[src/source/lsu_pkg.sv]
`default_nettype none

package lsu_pkg;

  localparam int XLEN_W          = 64;
  localparam int PADDR_W         = 40;
  localparam int DCACHE_DATA_B_W = 16;  // L1D line in bytes
  localparam int RNID_W          = 6;
  localparam int MEM_Q_SIZE      = 16;
  localparam int RV_ENTRY_SIZE   = 32;

  typedef logic [XLEN_W-1:0]            xlen_t;
  typedef logic [PADDR_W-1:0]           paddr_t;
  typedef logic [DCACHE_DATA_B_W*8-1:0] line_t;
  typedef logic [XLEN_W/8-1:0]          byte_en_t;
  typedef logic [31:0]                  inst_t;
  typedef logic [RNID_W-1:0]            rnid_t;
  typedef logic [MEM_Q_SIZE-1:0]        mem_q_oh_t;
  typedef logic [RV_ENTRY_SIZE-1:0]     rs_oh_t;

  typedef enum logic [1:0] {
    SIZE_B  = 2'd0,
    SIZE_H  = 2'd1,
    SIZE_W  = 2'd2,
    SIZE_DW = 2'd3
  } size_e;

  typedef enum logic {
    OP_LOAD  = 1'b0,
    OP_STORE = 1'b1
  } op_e;

  typedef enum logic [1:0] {
    NONE         = 2'd0,
    L1D_CONFLICT = 2'd1,
    L1D_MISS     = 2'd2
  } hazard_e;

  // funct3[1:0] gives the size, funct3[2] marks an unsigned load
  function automatic void lsu_decode(input inst_t inst, output size_e size,
                                     output logic sign, output op_e op);
    size = size_e'(inst[13:12]);
    sign = ~inst[14];
    op   = inst[5] ? OP_STORE : OP_LOAD;  // STORE opcode is 0100011
  endfunction

  function automatic byte_en_t gen_dw(input size_e size, input logic [2:0] offset);
    byte_en_t base;
    case (size)
      SIZE_B:  base = 8'h01;
      SIZE_H:  base = 8'h03;
      SIZE_W:  base = 8'h0f;
      default: base = 8'hff;
    endcase
    return base << offset;
  endfunction

endpackage

`default_nettype wire
[src/source/lsu_pipe.sv]
`timescale 1ns/10ps
`default_nettype none

module lsu_pipe
  import lsu_pkg::*;
(
  input  logic      i_clk,
  input  logic      i_reset_n,

  input  logic      i_rv_valid,
  input  inst_t     i_rv_inst,
  input  rnid_t     i_rv_rs1_rnid,
  input  rnid_t     i_rv_rs2_rnid,
  input  rnid_t     i_rv_rd_rnid,
  input  rs_oh_t    i_rv_index_oh,

  input  logic      i_replay_valid,
  input  inst_t     i_replay_inst,
  input  rnid_t     i_replay_rs1_rnid,
  input  rnid_t     i_replay_rs2_rnid,
  input  rnid_t     i_replay_rd_rnid,
  input  mem_q_oh_t i_replay_index_oh,

  output logic      o_ex0_rs_conflicted,
  output rs_oh_t    o_ex0_rs_conf_index_oh,

  // Register read
  output rnid_t     o_ex1_rs1_rnid,
  input  xlen_t     i_ex1_rs1_data,
  output rnid_t     o_ex1_rs2_rnid,
  input  xlen_t     i_ex1_rs2_data,

  // L1D
  output logic      o_ex1_l1d_valid,
  output paddr_t    o_ex1_l1d_paddr,
  input  logic      i_ex2_l1d_hit,
  input  logic      i_ex2_l1d_conflict,
  input  line_t     i_ex2_l1d_data,

  output logic      o_ex1_upd_valid,
  output mem_q_oh_t o_ex1_upd_index_oh,
  output paddr_t    o_ex1_upd_paddr,
  output size_e     o_ex1_upd_size,
  output xlen_t     o_ex1_upd_st_data,

  // Forwarding
  output logic      o_ex2_fwd_valid,
  output paddr_t    o_ex2_fwd_paddr,
  output byte_en_t  o_ex2_fwd_dw,
  input  byte_en_t  i_ex2_stq_fwd_dw,
  input  xlen_t     i_ex2_stq_fwd_data,
  input  byte_en_t  i_ex2_stbuf_fwd_dw,
  input  xlen_t     i_ex2_stbuf_fwd_data,

  output logic      o_ex2_upd_valid,
  output mem_q_oh_t o_ex2_upd_index_oh,
  output hazard_e   o_ex2_upd_hazard,
  output logic      o_ex2_mispred_valid,
  output rnid_t     o_ex2_mispred_rnid,

  output logic      o_ex3_done,
  output logic      o_ex3_wr_valid,
  output rnid_t     o_ex3_wr_rnid,
  output xlen_t     o_ex3_wr_data
);

  logic     w_ex1_valid;
  inst_t    w_ex1_inst;
  paddr_t   w_ex2_paddr;
  size_e    w_ex2_size;
  logic     w_ex2_sign;
  byte_en_t w_ex2_dw;
  byte_en_t w_stq_dw;
  xlen_t    w_stq_data;
  byte_en_t w_stbuf_dw;
  xlen_t    w_stbuf_data;

  assign o_ex1_upd_valid = w_ex1_valid;  // Every item updates its queue entry
  assign o_ex2_fwd_paddr = w_ex2_paddr;
  assign o_ex2_fwd_dw    = w_ex2_dw;

  // ----------------------------------------
  // Control
  // ----------------------------------------
  lsu_pipe_ctrl u_ctrl (
    .i_clk                  (i_clk),
    .i_reset_n              (i_reset_n),
    .i_rv_valid             (i_rv_valid),
    .i_rv_inst              (i_rv_inst),
    .i_rv_rs1_rnid          (i_rv_rs1_rnid),
    .i_rv_rs2_rnid          (i_rv_rs2_rnid),
    .i_rv_rd_rnid           (i_rv_rd_rnid),
    .i_rv_index_oh          (i_rv_index_oh),
    .i_replay_valid         (i_replay_valid),
    .i_replay_inst          (i_replay_inst),
    .i_replay_rs1_rnid      (i_replay_rs1_rnid),
    .i_replay_rs2_rnid      (i_replay_rs2_rnid),
    .i_replay_rd_rnid       (i_replay_rd_rnid),
    .i_replay_index_oh      (i_replay_index_oh),
    .o_ex0_rs_conflicted    (o_ex0_rs_conflicted),
    .o_ex0_rs_conf_index_oh (o_ex0_rs_conf_index_oh),
    .o_ex1_valid            (w_ex1_valid),
    .o_ex1_inst             (w_ex1_inst),
    .o_ex1_rs1_rnid         (o_ex1_rs1_rnid),
    .o_ex1_rs2_rnid         (o_ex1_rs2_rnid),
    .o_ex1_index_oh         (o_ex1_upd_index_oh),
    .i_ex2_dw               (w_ex2_dw),
    .i_ex2_l1d_hit          (i_ex2_l1d_hit),
    .i_ex2_l1d_conflict     (i_ex2_l1d_conflict),
    .i_ex2_stq_fwd_dw       (i_ex2_stq_fwd_dw),
    .o_ex2_valid            (),
    .o_ex2_fwd_valid        (o_ex2_fwd_valid),
    .o_ex2_upd_valid        (o_ex2_upd_valid),
    .o_ex2_upd_index_oh     (o_ex2_upd_index_oh),
    .o_ex2_upd_hazard       (o_ex2_upd_hazard),
    .o_ex2_mispred_valid    (o_ex2_mispred_valid),
    .o_ex2_mispred_rnid     (o_ex2_mispred_rnid),
    .o_ex3_done             (o_ex3_done),
    .o_ex3_wr_valid         (o_ex3_wr_valid),
    .o_ex3_wr_rnid          (o_ex3_wr_rnid)
  );

  // ----------------------------------------
  // Datapath
  // ----------------------------------------
  lsu_agen u_agen (
    .i_clk             (i_clk),
    .i_reset_n         (i_reset_n),
    .i_ex1_valid       (w_ex1_valid),
    .i_ex1_inst        (w_ex1_inst),
    .i_ex1_rs1_data    (i_ex1_rs1_data),
    .i_ex1_rs2_data    (i_ex1_rs2_data),
    .o_ex1_l1d_valid   (o_ex1_l1d_valid),
    .o_ex1_l1d_paddr   (o_ex1_l1d_paddr),
    .o_ex1_upd_paddr   (o_ex1_upd_paddr),
    .o_ex1_upd_size    (o_ex1_upd_size),
    .o_ex1_upd_st_data (o_ex1_upd_st_data),
    .o_ex2_paddr       (w_ex2_paddr),
    .o_ex2_size        (w_ex2_size),
    .o_ex2_sign        (w_ex2_sign),
    .o_ex2_dw          (w_ex2_dw)
  );

  lsu_fwd_align u_stq_align (
    .i_size     (w_ex2_size),
    .i_offset   (w_ex2_paddr[2:0]),
    .i_fwd_dw   (i_ex2_stq_fwd_dw),
    .i_fwd_data (i_ex2_stq_fwd_data),
    .o_dw       (w_stq_dw),
    .o_data     (w_stq_data)
  );

  lsu_fwd_align u_stbuf_align (
    .i_size     (w_ex2_size),
    .i_offset   (w_ex2_paddr[2:0]),
    .i_fwd_dw   (i_ex2_stbuf_fwd_dw),
    .i_fwd_data (i_ex2_stbuf_fwd_data),
    .o_dw       (w_stbuf_dw),
    .o_data     (w_stbuf_data)
  );

  lsu_load_format u_load_format (
    .i_clk        (i_clk),
    .i_reset_n    (i_reset_n),
    .i_ex2_paddr  (w_ex2_paddr),
    .i_ex2_size   (w_ex2_size),
    .i_ex2_sign   (w_ex2_sign),
    .i_l1d_data   (i_ex2_l1d_data),
    .i_stq_dw     (w_stq_dw),
    .i_stq_data   (w_stq_data),
    .i_stbuf_dw   (w_stbuf_dw),
    .i_stbuf_data (w_stbuf_data),
    .o_ex3_data   (o_ex3_wr_data)
  );

endmodule

`default_nettype wire

[src/source/lsu_load_format.sv]
`timescale 1ns/10ps
`default_nettype none

module lsu_load_format
  import lsu_pkg::*;
(
  input  logic     i_clk,
  input  logic     i_reset_n,

  input  paddr_t   i_ex2_paddr,
  input  size_e    i_ex2_size,
  input  logic     i_ex2_sign,
  input  line_t    i_l1d_data,

  input  byte_en_t i_stq_dw,     // Already aligned to the access
  input  xlen_t    i_stq_data,
  input  byte_en_t i_stbuf_dw,
  input  xlen_t    i_stbuf_data,

  output xlen_t    o_ex3_data
);

  line_t w_line_shifted;
  xlen_t w_l1d_dw;
  xlen_t w_merged;
  xlen_t w_result;

  assign w_line_shifted = i_l1d_data >> {i_ex2_paddr[$clog2(DCACHE_DATA_B_W)-1:0], 3'b000};
  assign w_l1d_dw       = w_line_shifted[XLEN_W-1:0];

  // ----------------------------------------
  // Byte merge, STQ over STBUF over L1D
  // ----------------------------------------
  always_comb begin
    for (int b = 0; b < XLEN_W / 8; b++) begin
      w_merged[b*8 +: 8] = i_stq_dw[b]   ? i_stq_data[b*8 +: 8]   :
                           i_stbuf_dw[b] ? i_stbuf_data[b*8 +: 8] :
                                           w_l1d_dw[b*8 +: 8];
    end
  end

  always_comb begin
    case (i_ex2_size)
      SIZE_B:  w_result = {{(XLEN_W-8){i_ex2_sign & w_merged[7]}}, w_merged[7:0]};
      SIZE_H:  w_result = {{(XLEN_W-16){i_ex2_sign & w_merged[15]}}, w_merged[15:0]};
      SIZE_W:  w_result = {{(XLEN_W-32){i_ex2_sign & w_merged[31]}}, w_merged[31:0]};
      default: w_result = w_merged;
    endcase
  end

  always_ff @(posedge i_clk or negedge i_reset_n) begin
    if (!i_reset_n) begin
      o_ex3_data <= '0;
    end else begin
      o_ex3_data <= w_result;
    end
  end

endmodule

`default_nettype wire

[src/source/lsu_fwd_align.sv]
`timescale 1ns/10ps
`default_nettype none

module lsu_fwd_align
  import lsu_pkg::*;
(
  input  size_e      i_size,
  input  logic [2:0] i_offset,
  input  byte_en_t   i_fwd_dw,
  input  xlen_t      i_fwd_data,
  output byte_en_t   o_dw,
  output xlen_t      o_data
);

  logic [2:0] w_shift;  // In bytes

  // Offset rounded down to the access size
  always_comb begin
    case (i_size)
      SIZE_W:  w_shift = {i_offset[2], 2'b00};
      SIZE_H:  w_shift = {i_offset[2:1], 1'b0};
      SIZE_B:  w_shift = i_offset;
      default: w_shift = 3'd0;
    endcase
  end

  assign o_dw   = i_fwd_dw >> w_shift;
  assign o_data = i_fwd_data >> {w_shift, 3'b000};

endmodule

`default_nettype wire

[src/source/lsu_agen.sv]
`timescale 1ns/10ps
`default_nettype none

module lsu_agen
  import lsu_pkg::*;
(
  input  logic     i_clk,
  input  logic     i_reset_n,

  input  logic     i_ex1_valid,
  input  inst_t    i_ex1_inst,
  input  xlen_t    i_ex1_rs1_data,
  input  xlen_t    i_ex1_rs2_data,

  output logic     o_ex1_l1d_valid,
  output paddr_t   o_ex1_l1d_paddr,
  output paddr_t   o_ex1_upd_paddr,
  output size_e    o_ex1_upd_size,
  output xlen_t    o_ex1_upd_st_data,

  output paddr_t   o_ex2_paddr,
  output size_e    o_ex2_size,
  output logic     o_ex2_sign,
  output byte_en_t o_ex2_dw
);

  size_e  w_ex1_size;
  logic   w_ex1_sign;
  op_e    w_ex1_op;
  xlen_t  w_ex1_imm;
  xlen_t  w_ex1_addr;
  paddr_t w_ex1_paddr;

  always_comb begin
    lsu_decode(i_ex1_inst, w_ex1_size, w_ex1_sign, w_ex1_op);
  end

  // S-type immediate is split around the rd field
  assign w_ex1_imm = (w_ex1_op == OP_STORE) ?
                     {{(XLEN_W-12){i_ex1_inst[31]}}, i_ex1_inst[31:25], i_ex1_inst[11:7]} :
                     {{(XLEN_W-12){i_ex1_inst[31]}}, i_ex1_inst[31:20]};

  assign w_ex1_addr  = i_ex1_rs1_data + w_ex1_imm;
  assign w_ex1_paddr = w_ex1_addr[PADDR_W-1:0];  // No translation

  // ----------------------------------------
  // L1D request and queue update
  // ----------------------------------------
  assign o_ex1_l1d_valid = i_ex1_valid & (w_ex1_op == OP_LOAD);
  assign o_ex1_l1d_paddr = {w_ex1_paddr[PADDR_W-1:$clog2(DCACHE_DATA_B_W)],
                            {$clog2(DCACHE_DATA_B_W){1'b0}}};

  assign o_ex1_upd_paddr   = w_ex1_paddr;
  assign o_ex1_upd_size    = w_ex1_size;
  assign o_ex1_upd_st_data = i_ex1_rs2_data;

  always_ff @(posedge i_clk or negedge i_reset_n) begin
    if (!i_reset_n) begin
      o_ex2_paddr <= '0;
      o_ex2_size  <= SIZE_B;
      o_ex2_sign  <= 1'b0;
      o_ex2_dw    <= '0;
    end else begin
      o_ex2_paddr <= w_ex1_paddr;
      o_ex2_size  <= w_ex1_size;
      o_ex2_sign  <= w_ex1_sign;
      o_ex2_dw    <= gen_dw(w_ex1_size, w_ex1_paddr[2:0]);
    end
  end

endmodule

`default_nettype wire

[src/source/lsu_pipe_ctrl.sv]
`timescale 1ns/10ps
`default_nettype none

module lsu_pipe_ctrl
  import lsu_pkg::*;
(
  input  logic      i_clk,
  input  logic      i_reset_n,

  input  logic      i_rv_valid,
  input  inst_t     i_rv_inst,
  input  rnid_t     i_rv_rs1_rnid,
  input  rnid_t     i_rv_rs2_rnid,
  input  rnid_t     i_rv_rd_rnid,
  input  rs_oh_t    i_rv_index_oh,

  input  logic      i_replay_valid,
  input  inst_t     i_replay_inst,
  input  rnid_t     i_replay_rs1_rnid,
  input  rnid_t     i_replay_rs2_rnid,
  input  rnid_t     i_replay_rd_rnid,
  input  mem_q_oh_t i_replay_index_oh,

  output logic      o_ex0_rs_conflicted,
  output rs_oh_t    o_ex0_rs_conf_index_oh,

  output logic      o_ex1_valid,
  output inst_t     o_ex1_inst,
  output rnid_t     o_ex1_rs1_rnid,
  output rnid_t     o_ex1_rs2_rnid,
  output mem_q_oh_t o_ex1_index_oh,

  input  byte_en_t  i_ex2_dw,
  input  logic      i_ex2_l1d_hit,
  input  logic      i_ex2_l1d_conflict,
  input  byte_en_t  i_ex2_stq_fwd_dw,
  output logic      o_ex2_valid,
  output logic      o_ex2_fwd_valid,
  output logic      o_ex2_upd_valid,
  output mem_q_oh_t o_ex2_upd_index_oh,
  output hazard_e   o_ex2_upd_hazard,
  output logic      o_ex2_mispred_valid,
  output rnid_t     o_ex2_mispred_rnid,

  output logic      o_ex3_done,
  output logic      o_ex3_wr_valid,
  output rnid_t     o_ex3_wr_rnid
);

  logic      r_ex0_valid;
  inst_t     r_ex0_inst;
  rnid_t     r_ex0_rs1_rnid;
  rnid_t     r_ex0_rs2_rnid;
  rnid_t     r_ex0_rd_rnid;
  rs_oh_t    r_ex0_index_oh;

  logic      w_ex0_valid;
  inst_t     w_ex0_inst;
  rnid_t     w_ex0_rs1_rnid;
  rnid_t     w_ex0_rs2_rnid;
  rnid_t     w_ex0_rd_rnid;
  mem_q_oh_t w_ex0_index_oh;

  logic      r_ex1_valid;
  inst_t     r_ex1_inst;
  rnid_t     r_ex1_rs1_rnid;
  rnid_t     r_ex1_rs2_rnid;
  rnid_t     r_ex1_rd_rnid;
  mem_q_oh_t r_ex1_index_oh;
  op_e       w_ex1_op;

  logic      r_ex2_valid;
  op_e       r_ex2_op;
  logic      r_ex2_rd_nz;
  rnid_t     r_ex2_rd_rnid;
  mem_q_oh_t r_ex2_index_oh;
  logic      w_ex2_load;
  logic      w_ex2_conflict;
  logic      w_ex2_miss;
  logic      w_ex2_mispred;

  logic      r_ex3_valid;
  logic      r_ex3_wr_valid;
  rnid_t     r_ex3_rd_rnid;

  // ----------------------------------------
  // EX0 select, replay has priority
  // ----------------------------------------
  assign w_ex0_valid    = i_replay_valid | r_ex0_valid;
  assign w_ex0_inst     = i_replay_valid ? i_replay_inst     : r_ex0_inst;
  assign w_ex0_rs1_rnid = i_replay_valid ? i_replay_rs1_rnid : r_ex0_rs1_rnid;
  assign w_ex0_rs2_rnid = i_replay_valid ? i_replay_rs2_rnid : r_ex0_rs2_rnid;
  assign w_ex0_rd_rnid  = i_replay_valid ? i_replay_rd_rnid  : r_ex0_rd_rnid;
  assign w_ex0_index_oh = i_replay_valid ? i_replay_index_oh : '0;  // New issue has no queue slot

  assign o_ex0_rs_conflicted    = i_replay_valid & r_ex0_valid;
  assign o_ex0_rs_conf_index_oh = r_ex0_index_oh;

  // Only the operation is needed here
  always_comb begin
    size_e ex1_size;
    logic  ex1_sign;
    lsu_decode(r_ex1_inst, ex1_size, ex1_sign, w_ex1_op);
  end

  // ----------------------------------------
  // EX2 hazard and misprediction
  // ----------------------------------------
  assign w_ex2_load     = r_ex2_valid & (r_ex2_op == OP_LOAD);
  assign w_ex2_conflict = w_ex2_load & i_ex2_l1d_conflict;
  // Miss is fine only if the STQ supplies every byte
  assign w_ex2_miss     = w_ex2_load & ~i_ex2_l1d_hit & ~i_ex2_l1d_conflict &
                          (i_ex2_stq_fwd_dw != i_ex2_dw);
  assign w_ex2_mispred  = w_ex2_conflict | w_ex2_miss;

  always_ff @(posedge i_clk or negedge i_reset_n) begin
    if (!i_reset_n) begin
      r_ex0_valid    <= 1'b0;
      r_ex0_inst     <= '0;
      r_ex0_rs1_rnid <= '0;
      r_ex0_rs2_rnid <= '0;
      r_ex0_rd_rnid  <= '0;
      r_ex0_index_oh <= '0;
      r_ex1_valid    <= 1'b0;
      r_ex1_inst     <= '0;
      r_ex1_rs1_rnid <= '0;
      r_ex1_rs2_rnid <= '0;
      r_ex1_rd_rnid  <= '0;
      r_ex1_index_oh <= '0;
      r_ex2_valid    <= 1'b0;
      r_ex2_op       <= OP_LOAD;
      r_ex2_rd_nz    <= 1'b0;
      r_ex2_rd_rnid  <= '0;
      r_ex2_index_oh <= '0;
      r_ex3_valid    <= 1'b0;
      r_ex3_wr_valid <= 1'b0;
      r_ex3_rd_rnid  <= '0;
    end else begin
      r_ex0_valid    <= i_rv_valid;
      r_ex0_inst     <= i_rv_inst;
      r_ex0_rs1_rnid <= i_rv_rs1_rnid;
      r_ex0_rs2_rnid <= i_rv_rs2_rnid;
      r_ex0_rd_rnid  <= i_rv_rd_rnid;
      r_ex0_index_oh <= i_rv_index_oh;

      r_ex1_valid    <= w_ex0_valid;
      r_ex1_inst     <= w_ex0_inst;
      r_ex1_rs1_rnid <= w_ex0_rs1_rnid;
      r_ex1_rs2_rnid <= w_ex0_rs2_rnid;
      r_ex1_rd_rnid  <= w_ex0_rd_rnid;
      r_ex1_index_oh <= w_ex0_index_oh;

      r_ex2_valid    <= r_ex1_valid;
      r_ex2_op       <= w_ex1_op;
      r_ex2_rd_nz    <= r_ex1_inst[11:7] != 5'd0;  // x0 is never written
      r_ex2_rd_rnid  <= r_ex1_rd_rnid;
      r_ex2_index_oh <= r_ex1_index_oh;

      r_ex3_valid    <= r_ex2_valid & ~w_ex2_mispred;
      r_ex3_wr_valid <= w_ex2_load & r_ex2_rd_nz & ~w_ex2_mispred;
      r_ex3_rd_rnid  <= r_ex2_rd_rnid;
    end
  end

  assign o_ex1_valid    = r_ex1_valid;
  assign o_ex1_inst     = r_ex1_inst;
  assign o_ex1_rs1_rnid = r_ex1_rs1_rnid;
  assign o_ex1_rs2_rnid = r_ex1_rs2_rnid;
  assign o_ex1_index_oh = r_ex1_index_oh;

  assign o_ex2_valid         = r_ex2_valid;
  assign o_ex2_fwd_valid     = w_ex2_load;
  assign o_ex2_upd_valid     = r_ex2_valid;
  assign o_ex2_upd_index_oh  = r_ex2_index_oh;
  assign o_ex2_upd_hazard    = w_ex2_conflict ? L1D_CONFLICT :
                               w_ex2_miss     ? L1D_MISS     : NONE;
  assign o_ex2_mispred_valid = w_ex2_mispred;
  assign o_ex2_mispred_rnid  = r_ex2_rd_rnid;

  assign o_ex3_done     = r_ex3_valid;
  assign o_ex3_wr_valid = r_ex3_wr_valid;
  assign o_ex3_wr_rnid  = r_ex3_rd_rnid;

endmodule

`default_nettype wire

[config.mk]
export PLATFORM = sky130hd
export DESIGN_NAME = lsu_pipe
export DESIGN_NICKNAME = d
export VERILOG_FILES = /design/src/source/lsu_pkg.sv /design/src/source/lsu_pipe.sv /design/src/source/lsu_load_format.sv /design/src/source/lsu_fwd_align.sv /design/src/source/lsu_agen.sv /design/src/source/lsu_pipe_ctrl.sv
export SDC_FILE = /design/constraint.sdc
export NUM_CORES = 1
export LEC_CHECK = 0
export BUFFER_PORTS_ARGS = -buffer_cell sky130_fd_sc_hd__buf_2
export CORE_AREA = 8 8 343 345
export CTS_CLUSTER_SIZE = 28
export DETAILED_ROUTE_END_ITERATION = 6
export DIE_AREA = 0 0 351 353
export MAX_ROUTING_LAYER = met4
export PLACE_DENSITY = 0.38
export RECOVER_POWER = 50
export SLEW_MARGIN = 10
export SYNTH_ARGS = -nofsm -noshare
export SYNTH_HDL_FRONTEND = slang
export SYNTH_SLANG_ARGS = --single-unit
[constraint.sdc]
create_clock -name i_clk -period 3.3 [get_ports i_clk]
set_input_delay 0 -clock i_clk [delete_from_list [all_inputs] [get_ports i_clk]]
set_output_delay 0 -clock i_clk [all_outputs]
set_load 0.05 [all_outputs]
==> out/summary.txt <==
initial DRC count - 1433
HPWL Detailed - 96.4 mm
WL final - 120 mm
worst vdd ir - 0.000459 V
switching share of power - 0.492
Final WS setup - -0.389 ns
share of cells above drive strength 1 - 0.384
Mapped Avg Cell Area - 9.45 um^2
RSZ-0062 raised after global routing - yes
top_reg_cell synth - dfrtp_1
Port Buf Inserts - 731
cell row count - 123
Power Density - 688 nW/um^2
Seq/Total Area, Yosys - 0.342
Clk pwr share - 0.195
CTS buffer count - 37
post-route cell area - 31400 um^2
chip height - 353 um
Worst EP arrival - 3.69 ns
Reg power frac - 0.200
nets - 3751
Max clock buf depth - 3
Avg Vias per Cell - 4.57
Tmin final - 3.69 ns
cell mode on critical path - o21a_1
critical-path cell list - buf_6 -> mux2_4 -> ha_4 -> buf_6 -> o21a_1 -> o31a_1 -> o211ai_1 -> buf_4 -> nand4_1 -> a21boi_2 -> buf_4 -> o21a_1 -> o21a_1 -> nor2b_4 -> buf_8
static leakage - 14.2 nW
Psw - 10.6 mW
failing checks - capacitance limit, slew limit, setup timing
Post-Layout Cell Count - 4713
vias - 21556
GRT Util Overall - 0.189
Internal - 11.0 mW
min-delay worst type - input pin to output port
CP delay by family, top - compound AO/OA/AOI/OAI gates
Buffers & Inverters on Critical Path - 5
#FFs+latches synth - 276
Synth area leader - dfrtp_1
Comb power frac - 0.605
clk_skew - 0.0220 ns
Max-slew headroom - -0.444
CTS sink cnt - 276
Yosys top cell area share - 0.342
Slew @ Worst Pin - 2.17 ns
Cell variety after synth - 76
crit path kind - register to output port
Setup Slack @ Placement - -0.156 ns
Die W - 351 um
total core area - 112000 um^2
Final Cycle Share - 1.12
setup_tns - -13.62 ns
H-tree Lvls - 2
Post-Syn Instances - 2138
max_cap viols - 2
Worst path slowest cell - dfrtp_1
vias in the first global route - 23366
TritonCTS clock tree - done
Critical Path Source Type - register
pin count of the biggest net entering global routing - 76
CP peak stage delay - 0.41 ns
DR WL/cell - 25.4 um
initial antenna violation count - 33
Ports - 910
Worst-Skew Late Latency - 0.59 ns
post-place instance area - 26800 um^2
status - finished, violations left
Worst EP required - 3.30 ns
Finish-stage setup viols - 58
first-pass GRT wire length - 168 mm
initial core utilization - 0.181
number of flops mapped to enable cells by yosys - 0
DRT Pass-1 Iters - 7
GRT overflow - 0
Slew Limit Fails - 96
max frequency - 271 MHz
most common cell in the netlist - dfrtp_1
post-route ant nets - 0
most frequent cells after synthesis - dfrtp_1, nand2_1, mux2i_1, o21ai_0, a21oi_1
Synth Warn # - 0
top post-synthesis cells by area - dfrtp_1, mux2i_1, mux2_2
Fin Hold WS - 0.0000193 ns
worst-path maximum fanout - 4
area added between synthesis and finish - 55.3%
CTS Root Cell - clkbuf_16
die area - 124000 um^2
Crit. End Element - output port
fraction of registers with async set/reset - 1.00
placer congestion estimate - 0.937
post-layout util - 0.280
cell area after synthesis - 20200 um^2
final hold viol count - 0
placed insts - 4364
CTS clk-pin slew, worst paths - 0.05 ns
Remaining DRCs - 0
PnR Total Power - 21.6 mW
[timing repair]
action | CTS | global route
hold buffers | 224 | 0
setup endpoints to repair | 73 | 126
gates resized for setup | 193 | 34
pin swaps | 48 | 19
setup buffers | 19 | 14
hold endpoints to repair | 385 | 0
[cell type report]
type,count,area (um^2)
diodes,27,67.6
clock buffers,46,990
clock inverters,22,264
fillers,12051,80500
inverters,46,173
multi-input cells,1554,12300
flip-flops and latches,276,6920
well taps,1500,1880
repair buffers,1242,8730
[sequential cells by signal (all words and copies together), names as in the netlist, 2 cells and up]
signal	cells
u_ctrl.r_ex0_inst	21
u_agen.o_ex2_size	2
u_ctrl.o_ex3_wr_rnid	6
u_ctrl.o_ex1_rs2_rnid	6
u_agen.o_ex2_paddr	40
u_ctrl.o_ex2_upd_index_oh	16
u_ctrl.o_ex1_index_oh	16
u_ctrl.o_ex2_mispred_rnid	6
u_ctrl.r_ex0_rs1_rnid	6
u_ctrl.o_ex1_inst	21
u_ctrl.r_ex1_rd_rnid	6
u_ctrl.o_ex0_rs_conf_index_oh	32
u_ctrl.r_ex0_rd_rnid	6
u_agen.o_ex2_dw	8
u_load_format.o_ex3_data	64
u_ctrl.r_ex0_rs2_rnid	6
u_ctrl.o_ex1_rs1_rnid	6
[worst reg2reg max path: cells and delay by family (launching register included)]
kind                   cells  cell delay, ns
AOI/OAI and AO/OA          5            1.16
buffers and inverters      3            0.89
DFF                        1            0.58
and+or+nand+nor            2            0.48
[cells by family after synthesis]
family          after synthesis  share of synthesized area
mux                         382                      0.230
buf+inv                     311                     0.0835
compound gates              589                      0.194
simple gates                507                      0.112
other cells                   1                   0.000186
fa+ha+maj                    40                     0.0252
flops                       276                      0.342
xor+xnor                     32                     0.0139
[cell usage in the layout (no fill, tap or decap), types with 37 or more instances in the layout]
master,instances
buf_2,528
dfrtp_1,271
buf_4,260
nand2_1,231
dlygate4sd3_1,224
mux2i_1,210
clkbuf_1,140
o21ai_0,121
a21oi_1,118
nor2_1,113
mux2_2,100
mux4_2,52
o211ai_1,50
buf_6,46
inv_1,41
clkbuf_16,37
[power by group through the flow]
| stage | sequential [mW] | clock (mW) | combinational (mW) |
|---|---|---|---|
| final | 4.32 | 4.20 | 13.1 |
| after global routing | 4.40 | 4.50 | 13.7 |
| after CTS | 4.34 | 4.41 | 13.1 |
| after detailed placement | 4.38 | 0 | 12.4 |
| after global placement | 4.40 | 0 | 12.4 |
| after floorplan | 6.21 | 0 | 5.60 |
[path summary, 6_finish.rpt]
path	depth (start not counted)	from	slack, ns	endpoint
worst max register to register	10	u_agen.o_ex2_paddr[1]	0.11	u_load_format.o_ex3_data[27]
worst min-delay path	0	i_ex1_rs2_data[11]	0.00002	o_ex1_upd_st_data[11]
worst max-delay path	15	u_ctrl.o_ex1_inst[5]	-0.39	o_ex1_l1d_paddr[34]
max in group asynchronous	4	i_reset_n	0.50	u_load_format.o_ex3_data[47]
worst min register to register	0	u_ctrl.r_ex1_rd_rnid[1]	0.35	u_ctrl.o_ex2_mispred_rnid[1]
min in group asynchronous	3	i_reset_n	1.15	u_ctrl.o_ex1_inst[28]
[metal layers]
metal	global-route usage	routed length, um	vias to the layer above
met5	-	0	-
met1	0.204	45100	10509
li1	-	-	9861
met4	0.0858	6300	0
met3	0.0478	8880	203
met2	0.326	59300	983
Note: power is estimated with default switching activity, not from simulation.
